$ cat src/hdl/issue_defs.svh
`ifndef ISSUE_DEFS_SVH
`define ISSUE_DEFS_SVH

// Strands sharing one core, issued barrel style
`define STRANDS_PER_CORE 4

// Bits needed to name one strand
`define STRAND_INDEX_WIDTH 2

// Lanes in a vector register, stepped 15 down to 0 for strided access
`define VECTOR_LANES 16

// Issued when no strand can go
`define NOP_WORD 32'h0000_0000

// Cycles a strand sits out after a long-latency issue
`define RAW_WAIT_CYCLES 3

`endif

$ cat src/hdl/issue_pkg.sv
`include "issue_defs.svh"

package issue_pkg;

	// Memory format of an instruction word
	typedef struct packed
	{
		logic is_memory;	// Bit 31, memory access
		logic is_strided;	// Bit 30, strided vector access
		logic [9:0] stride;	// Byte step between lanes
		logic [4:0] src_reg;
		logic [4:0] base_reg;	// Holds base address
		logic [4:0] dest_reg;
		logic [4:0] mem_op;	// Access size and kind
	} memory_view_t;

	// Same 32 bits, either as a plain word or decoded as a memory op
	typedef union packed
	{
		logic [31:0] raw;
		memory_view_t mem;
	} instruction_t;

	// Per-strand scheduling state
	typedef enum logic [1:0]
	{
		ready,		// Scalar or first lane may issue
		vector_loop,	// Mid strided vector, more lanes to go
		raw_wait,	// Holding off after long-latency issue
		dcache_wait	// Parked on a data cache miss
	} strand_state_t;

endpackage

$ cat src/hdl/rr_arbiter.sv
`include "issue_defs.svh"

module rr_arbiter
#(
	parameter int NUM_ENTRIES = `STRANDS_PER_CORE
)
(
	input logic clk,
	input logic reset,
	input logic [NUM_ENTRIES-1:0] request,
	output logic [NUM_ENTRIES-1:0] grant_oh
);

	localparam int INDEX_WIDTH = (NUM_ENTRIES > 1) ? $clog2(NUM_ENTRIES) : 1;

	logic [INDEX_WIDTH-1:0] priority_ptr;	// Entry with top priority
	logic [INDEX_WIDTH-1:0] winner;
	logic winner_valid;

	// Index step with wraparound, works for any entry count
	function automatic logic [INDEX_WIDTH-1:0] wrap_add(input logic [INDEX_WIDTH-1:0] base,
		input int step);
		int sum;
		sum = int'(base) + step;
		if (sum >= NUM_ENTRIES)
			sum = sum - NUM_ENTRIES;
		return INDEX_WIDTH'(sum);
	endfunction

	// Scan from the pointer, first requester wins
	always_comb
	begin
		winner = priority_ptr;
		winner_valid = 1'b0;
		for (int k = 0; k < NUM_ENTRIES; k++)
		begin
			if (!winner_valid && request[wrap_add(priority_ptr, k)])
			begin
				winner = wrap_add(priority_ptr, k);
				winner_valid = 1'b1;
			end
		end

		grant_oh = '0;
		if (winner_valid)
			grant_oh[winner] = 1'b1;
	end

	always_ff @(posedge clk or posedge reset)
	begin
		if (reset)
			priority_ptr <= '0;	// Entry 0 first out of reset
		else if (winner_valid)
			priority_ptr <= wrap_add(winner, 1);	// Winner drops to last
	end

endmodule

$ cat src/hdl/strand_fsm.sv
`include "issue_defs.svh"

module strand_fsm
(
	input logic clk,
	input logic reset,

	// Fetch side, this strand only
	input logic if_instruction_valid,
	input issue_pkg::instruction_t if_instruction,
	input logic if_long_latency,
	output logic ss_instruction_req,

	// Grant bit for this strand from the arbiter
	input logic issue_strand_oh,

	// Rollback controller
	input logic rb_rollback_strand,
	input logic suspend_strand,
	input logic resume_strand,
	input logic [31:0] rollback_strided_offset,
	input logic [$clog2(`VECTOR_LANES)-1:0] rollback_reg_lane,

	// To the select logic
	output logic strand_ready,
	output logic [$clog2(`VECTOR_LANES)-1:0] reg_lane_select,
	output logic [31:0] strided_offset,

	// Performance events
	output logic pc_event_raw_wait,
	output logic pc_event_dcache_wait,
	output logic pc_event_icache_wait
);

	localparam int LANE_WIDTH = $clog2(`VECTOR_LANES);
	localparam int WAIT_WIDTH = $clog2(`RAW_WAIT_CYCLES + 1);
	localparam logic [LANE_WIDTH-1:0] FIRST_LANE = LANE_WIDTH'(`VECTOR_LANES - 1);
	localparam logic [WAIT_WIDTH-1:0] WAIT_LOAD = WAIT_WIDTH'(`RAW_WAIT_CYCLES - 1);

	issue_pkg::strand_state_t state;
	issue_pkg::strand_state_t state_next;
	logic [LANE_WIDTH-1:0] lane;
	logic [LANE_WIDTH-1:0] lane_next;
	logic [31:0] offset;
	logic [31:0] offset_next;
	logic [WAIT_WIDTH-1:0] wait_count;
	logic [WAIT_WIDTH-1:0] wait_count_next;
	logic is_strided;	// Current word is a strided vector memory op
	logic last_issue;	// Grant now finishes the instruction

	assign is_strided = if_instruction.mem.is_memory && if_instruction.mem.is_strided;

	// Scalars finish in one go, vectors on lane 0
	assign last_issue = !is_strided || (lane == '0);

	// Ask fetch for the next word only once the whole instruction is out
	assign ss_instruction_req = issue_strand_oh && last_issue;

	assign strand_ready = ((state == issue_pkg::ready) || (state == issue_pkg::vector_loop))
		&& if_instruction_valid;

	assign reg_lane_select = lane;
	assign strided_offset = offset;

	assign pc_event_raw_wait = (state == issue_pkg::raw_wait);
	assign pc_event_dcache_wait = (state == issue_pkg::dcache_wait);
	assign pc_event_icache_wait = (state == issue_pkg::ready) && !if_instruction_valid;

	always_comb
	begin
		state_next = state;
		lane_next = lane;
		offset_next = offset;
		wait_count_next = wait_count;

		case (state)
			issue_pkg::ready,
			issue_pkg::vector_loop:
			begin
				if (issue_strand_oh)
				begin
					if (last_issue)
					begin
						// Rearm lane stepping for the next instruction
						lane_next = FIRST_LANE;
						offset_next = '0;
						if (if_long_latency)
						begin
							state_next = issue_pkg::raw_wait;
							wait_count_next = WAIT_LOAD;
						end
						else
							state_next = issue_pkg::ready;
					end
					else
					begin
						state_next = issue_pkg::vector_loop;
						lane_next = lane - 1'b1;	// Lanes count down
						offset_next = offset + 32'(if_instruction.mem.stride);
					end
				end
			end

			issue_pkg::raw_wait:
			begin
				if (wait_count == '0)
					state_next = issue_pkg::ready;
				else
					wait_count_next = wait_count - 1'b1;
			end

			issue_pkg::dcache_wait:
			begin
				// Lane and offset kept, ready picks up mid-vector if needed
				if (resume_strand)
					state_next = issue_pkg::ready;
			end

			default:
				state_next = issue_pkg::ready;
		endcase

		// Cache miss parks the strand regardless of what it was doing
		if (suspend_strand)
			state_next = issue_pkg::dcache_wait;

		// Rollback beats everything else
		if (rb_rollback_strand)
		begin
			lane_next = rollback_reg_lane;
			offset_next = rollback_strided_offset;
			if (suspend_strand)
				state_next = issue_pkg::dcache_wait;	// Retry after the miss
			else if (rollback_reg_lane != '0)
				state_next = issue_pkg::vector_loop;
			else
				state_next = issue_pkg::ready;
		end
	end

	always_ff @(posedge clk or posedge reset)
	begin
		if (reset)
		begin
			state <= issue_pkg::ready;
			lane <= FIRST_LANE;
			offset <= '0;
			wait_count <= '0;
		end
		else
		begin
			state <= state_next;
			lane <= lane_next;
			offset <= offset_next;
			wait_count <= wait_count_next;
		end
	end

endmodule

$ cat src/hdl/strand_select_stage.sv
`include "issue_defs.svh"

module strand_select_stage
(
	input logic clk,
	input logic reset,

	// Control register unit
	input logic [`STRANDS_PER_CORE-1:0] cr_strand_enable,

	// Fetch stage, strands packed side by side
	input logic [`STRANDS_PER_CORE-1:0] if_instruction_valid,
	input logic [`STRANDS_PER_CORE*32-1:0] if_instruction,
	input logic [`STRANDS_PER_CORE*32-1:0] if_pc,
	input logic [`STRANDS_PER_CORE-1:0] if_branch_predicted,
	input logic [`STRANDS_PER_CORE-1:0] if_long_latency,
	output logic [`STRANDS_PER_CORE-1:0] ss_instruction_req,

	// Rollback controller
	input logic [`STRANDS_PER_CORE-1:0] rb_rollback_strand,
	input logic [`STRANDS_PER_CORE-1:0] suspend_strand,
	input logic [`STRANDS_PER_CORE-1:0] resume_strand,
	input logic [`STRANDS_PER_CORE*32-1:0] rollback_strided_offset,
	input logic [`STRANDS_PER_CORE*$clog2(`VECTOR_LANES)-1:0] rollback_reg_lane,

	// Decode stage
	output logic [31:0] ss_pc,
	output logic [31:0] ss_instruction,
	output logic [$clog2(`VECTOR_LANES)-1:0] ss_reg_lane_select,
	output logic [31:0] ss_strided_offset,
	output logic [`STRAND_INDEX_WIDTH-1:0] ss_strand,
	output logic ss_branch_predicted,
	output logic ss_long_latency,

	// Performance events
	output logic [`STRANDS_PER_CORE-1:0] pc_event_raw_wait,
	output logic [`STRANDS_PER_CORE-1:0] pc_event_dcache_wait,
	output logic [`STRANDS_PER_CORE-1:0] pc_event_icache_wait,
	output logic pc_event_instruction_issue
);

	localparam int LANE_WIDTH = $clog2(`VECTOR_LANES);

	logic [`STRANDS_PER_CORE*LANE_WIDTH-1:0] reg_lane_select;
	logic [`STRANDS_PER_CORE*32-1:0] strided_offset;
	logic [`STRANDS_PER_CORE-1:0] strand_ready;
	logic [`STRANDS_PER_CORE-1:0] issue_request;
	logic [`STRANDS_PER_CORE-1:0] issue_strand_oh;
	logic [`STRANDS_PER_CORE-1:0] short_latency;	// Short op, not a NOP
	logic [`STRANDS_PER_CORE-1:0] execute_hazard;
	logic [`STRAND_INDEX_WIDTH-1:0] issue_strand_idx;
	logic issue_long_latency;
	issue_pkg::instruction_t strand_instruction [`STRANDS_PER_CORE];

	// Short and long pipes merge at writeback. Each bit follows one
	// issued instruction, bit 2 oldest. A set oldest bit means a short op
	// issued now would land at writeback in the same cycle
	logic [2:0] writeback_shadow;

	assign issue_long_latency = |(issue_strand_oh & if_long_latency);
	assign execute_hazard = {`STRANDS_PER_CORE{writeback_shadow[2]}} & short_latency;

	// Candidates: ready, enabled and clear of the writeback clash
	assign issue_request = strand_ready & cr_strand_enable & ~execute_hazard;

	for (genvar i = 0; i < `STRANDS_PER_CORE; i++)
	begin : g_strand
		assign strand_instruction[i] = if_instruction[i*32 +: 32];

		// NOPs never reach writeback, no clash possible
		assign short_latency[i] = !if_long_latency[i]
			&& (strand_instruction[i].raw != `NOP_WORD);

		strand_fsm u_strand_fsm
		(
			.clk(clk),
			.reset(reset),
			.if_instruction_valid(if_instruction_valid[i]),
			.if_instruction(strand_instruction[i]),
			.if_long_latency(if_long_latency[i]),
			.ss_instruction_req(ss_instruction_req[i]),
			.issue_strand_oh(issue_strand_oh[i]),
			.rb_rollback_strand(rb_rollback_strand[i]),
			.suspend_strand(suspend_strand[i]),
			.resume_strand(resume_strand[i]),
			.rollback_strided_offset(rollback_strided_offset[i*32 +: 32]),
			.rollback_reg_lane(rollback_reg_lane[i*LANE_WIDTH +: LANE_WIDTH]),
			.strand_ready(strand_ready[i]),
			.reg_lane_select(reg_lane_select[i*LANE_WIDTH +: LANE_WIDTH]),
			.strided_offset(strided_offset[i*32 +: 32]),
			.pc_event_raw_wait(pc_event_raw_wait[i]),
			.pc_event_dcache_wait(pc_event_dcache_wait[i]),
			.pc_event_icache_wait(pc_event_icache_wait[i])
		);
	end

	rr_arbiter
	#(
		.NUM_ENTRIES(`STRANDS_PER_CORE)
	)
	u_issue_arbiter
	(
		.clk(clk),
		.reset(reset),
		.request(issue_request),
		.grant_oh(issue_strand_oh)
	);

	// One-hot grant to strand number, OR of the set positions
	always_comb
	begin
		issue_strand_idx = '0;
		for (int i = 0; i < `STRANDS_PER_CORE; i++)
			if (issue_strand_oh[i])
				issue_strand_idx = issue_strand_idx | `STRAND_INDEX_WIDTH'(i);
	end

	assign pc_event_instruction_issue = |issue_strand_oh;

	always_ff @(posedge clk or posedge reset)
	begin
		if (reset)
		begin
			writeback_shadow <= '0;
			ss_pc <= '0;
			ss_instruction <= `NOP_WORD;
			ss_reg_lane_select <= '0;
			ss_strided_offset <= '0;
			ss_strand <= '0;
			ss_branch_predicted <= 1'b0;
			ss_long_latency <= 1'b0;
		end
		else
		begin
			writeback_shadow <= {writeback_shadow[1:0], issue_long_latency};

			if (pc_event_instruction_issue)
			begin
				// Winner's fields to decode
				ss_pc <= if_pc[issue_strand_idx*32 +: 32];
				ss_instruction <= strand_instruction[issue_strand_idx].raw;
				ss_branch_predicted <= if_branch_predicted[issue_strand_idx];
				ss_long_latency <= if_long_latency[issue_strand_idx];
				ss_reg_lane_select <= reg_lane_select[issue_strand_idx*LANE_WIDTH +: LANE_WIDTH];
				ss_strided_offset <= strided_offset[issue_strand_idx*32 +: 32];
				ss_strand <= issue_strand_idx;
			end
			else
			begin
				// Bubble, strand/lane/offset keep last values
				ss_pc <= '0;
				ss_instruction <= `NOP_WORD;
				ss_branch_predicted <= 1'b0;
				ss_long_latency <= 1'b0;
			end
		end
	end

endmodule

$ cat config.mk
export PLATFORM = sky130hd
export DESIGN_NAME = strand_select_stage
export DESIGN_NICKNAME = d
export VERILOG_FILES = /design/src/hdl/issue_pkg.sv /design/src/hdl/rr_arbiter.sv /design/src/hdl/strand_fsm.sv /design/src/hdl/strand_select_stage.sv
export VERILOG_INCLUDE_DIRS = /design/src /design/src/hdl
export SDC_FILE = /design/constraint.sdc
export NUM_CORES = 1
export LEC_CHECK = 0
export ABC_CLOCK_PERIOD_IN_PS = 13500
export BUFFER_PORTS_ARGS = -buffer_cell sky130_fd_sc_hd__buf_2
export CAP_MARGIN = 20
export CORE_AREA = 2 2 217 219
export DETAILED_ROUTE_END_ITERATION = 7
export DIE_AREA = 0 0 219 221
export REMOVE_ABC_BUFFERS = 1
export SLEW_MARGIN = 5
export SYNTH_ARGS = -nofsm -noshare
export SYNTH_HDL_FRONTEND = slang
export SYNTH_SLANG_ARGS = --single-unit
$ cat constraint.sdc
create_clock -name clk -period 13.5 [get_ports clk]
set_input_delay 4.05 -clock clk [delete_from_list [all_inputs] [get_ports clk]]
set_output_delay 4.05 -clock clk [all_outputs]
set_load 0.01 [all_outputs]
==> metrics.txt <==
status=finished clean; non-filler instance count after layout=3128; Core ar.=46100 um2; Synth Cell Area=roughly 18000 um2; Worst-path clk slew=about 0.060 ns; RSZ-0062 raised after global routing=no; Final Cycle Share=83.8%; CTS max path bufs=3; worst clock skew=0.0286 ns; Hold Fails Final Rpt=0; fin nets=2968; post-layout min period=11.32 ns; Final Util=between 40% and 50%; row cnt=79; Post-synth EDFFs=0; share of cells above drive strength 1=27.0%; GP Congestion=0.972; Final WS setup=2.18 ns; DR iter-0 viols=1588; synth warn=0; Crit path arrival time=7.27 ns; DR vias=18500; post-synthesis compound-gate area fraction=24.5%; Cells after DPL=approximately 3000; library cells used by synthesis=67; largest net degree at the start of global routing=~130; #FFs+latches synth=about 270; cts hold-fix bufs=0; xor/xnor share of the synthesized area=3.90%; Critical Path Sink Type=output pin; drt total wl=81.2 mm; Hold WS=0.349 ns; GR Util All Layers=32.6%; CP startpoint kind=input port; PortBufs=550; Post-Synth Adder-Cell Area=roughly 4%; register area share after synthesis=37.6%; Resized cells post-CTS=0; PwrDens=142 nW/um2; max-slew violation count=0; Max VDD drop=approximately 0.1 mV; mux contribution to synthesized area=under 10%; Pre-antenna DRT Iters=6; Max-cap violations=0; Top Ports=551; antenna violations before repair=14; wire per inst=26.0 um; Clock Latency Late Sink=0.56 ns; Congestion Overflow GR=0; setup bufs post-CTS=0; HP Class=flip-flop to flip-flop; most frequent cells in the layout=550 x buf_2, 253 x dfrtp_1, 230 x a211oi_1, 152 x nand2_1, 118 x o21ai_0; detailed-placement wirelength estimate=just over 60 mm; Clk Tree Root Cell=clkbuf_16; worst endpoint required time=9.45 ns; dpl cell area=21000 um2; most common cell after layout, fill and taps aside=buf_2; final total power=3.16 mW; post-route ant nets=0; simple-gate area share of the yosys netlist=between 10% and 20%; DIE AREA=48400 um2; Die Ht=221 um; clk sinks=269; Async S/R FF share, synth=100%; Die W=219 um; fmax=88.3 MHz; Lkg Pwr=10.1 nW; Syn Inst Count=2025; Initial Util=39.0%; vias in the first global route=about 18000; CTS tree=yes; Final Cell Area=22200 um2; top_reg_cell synth=dfrtp_1; final setup violation count=0; Via density=5.92; first-pass GRT wire length=118 mm; worst slack, placed=2.31 ns; Crit Path Max Fanout=11; drc violations=0; H-Tree Depth=2; Post-Syn Area per Cell=~8.9 um2; Total Neg Setup Slack=0 ns; kind of critical path=input port to output pin; Slew headroom=between 20% and 30%; Num CTS Buffers=35; main combinational cell family by area after synthesis=compound AO/OA/AOI/OAI gates; area delta synth->final=23.9%; worst slew pin tran=1.08 ns
==> power by group <==
part	internal (mW)	switching [mW]
Combinational	0.406	0.676
Sequential	0.971	0.152
Clock	0.560	0.392
==> layer usage <==
layer | vias up | share of wire [%] | global-route usage, % | wire length (um)
li1 | 8501 | - | - | -
met1 | 9067 | 40 | 40.2 | 32500
met2 | 775 | 48 | 53.9 | 39000
met3 | 163 | 6.4 | 6.02 | 5200
met4 | 4 | 5.5 | 17.3 | 4430
met5 | - | 0.023 | 0 | 19
==> path summary, 6_finish.rpt <==
check / to / cells after the start / slack (ns) / start
min in group asynchronous: ss_pc[12] / 2 / 3.64 / reset
worst max-delay path: ss_instruction_req[2] / 12 / 2.18 / if_instruction[96]
worst max register to register: ss_pc[10] / 13 / 8.34 / g_strand[2].u_strand_fsm.state[1]
max in group asynchronous: ss_instruction[27] / 3 / 8.20 / reset
worst min-delay path: writeback_shadow[1] / 0 / 0.35 / writeback_shadow[0]
worst min register to register: writeback_shadow[1] / 0 / 0.35 / writeback_shadow[0]
==> sequential cells by signal, indices dropped and copies added (netlist names) <==
| signal | cells |
|---|---|
| g_strand.u_strand_fsm.strided_offset | 128 |
| ss_instruction | 32 |
| ss_pc | 32 |
| ss_strided_offset | 32 |
| g_strand.u_strand_fsm.reg_lane_select | 16 |
| g_strand.u_strand_fsm.state | 8 |
| g_strand.u_strand_fsm.wait_count | 8 |
| ss_reg_lane_select | 4 |
| writeback_shadow | 3 |
| ss_strand | 2 |
| u_issue_arbiter.priority_ptr | 2 |
| ss_branch_predicted | 1 |
| ss_long_latency | 1 |
==> critical path, stage by stage <==
cell and delay (ns):
buf_2 0.11, nor4_1 0.66, nand4_1 0.32, o21ai_2 0.26, a22oi_2 0.26, a21boi_0 0.27
o21ai_0 0.12, nand2_1 0.15, ha_1 0.33, nand2_1 0.24, nor2_1 0.30, buf_2 0.19
==> cell type report <==
class	count	area (um2)
antenna	13	32.5
inverter	75	289
clock buffer	52	1050
tap	607	759
multi-input combinational	1522	10300
sequential	269	6750
timing repair buffer	579	2980
clock inverter	11	97.6
fill	4563	23800
==> synthesized netlist by cell type (12+ instances only) <==
library cell,n,area (um2)
a211oi_1,232,1740
a21oi_1,92,460
a311oi_1,12,105
and2_1,13,81.3
and3_1,77,482
buf_2,13,65.1
buf_4,17,128
clkbuf_1,118,443
dfrtp_1,253,6330
dfstp_2,16,420
ha_1,52,651
inv_1,75,282
mux2i_1,105,1050
nand2_1,153,574
nand3_1,48,240
nand4_1,27,169
nor2_1,93,349
nor2b_1,88,551
nor3_1,47,235
nor4_1,40,250
o2111ai_1,32,280
o211ai_1,28,210
o21ai_0,121,606
or4_1,12,90.1
xnor2_1,28,245
xor2_1,52,455
==> cells by family after synthesis <==
| logic type | after synthesis |
|---|---|
| AO/OA/AOI/OAI | 640 |
| XOR/XNOR | 80 |
| adder cells (fa/ha/maj) | 56 |
| buffers and inverters | 234 |
| flip-flops | 269 |
| multiplexers | 109 |
| AND/OR/NAND/NOR | 637 |
Power figures use the tool's default switching activity.
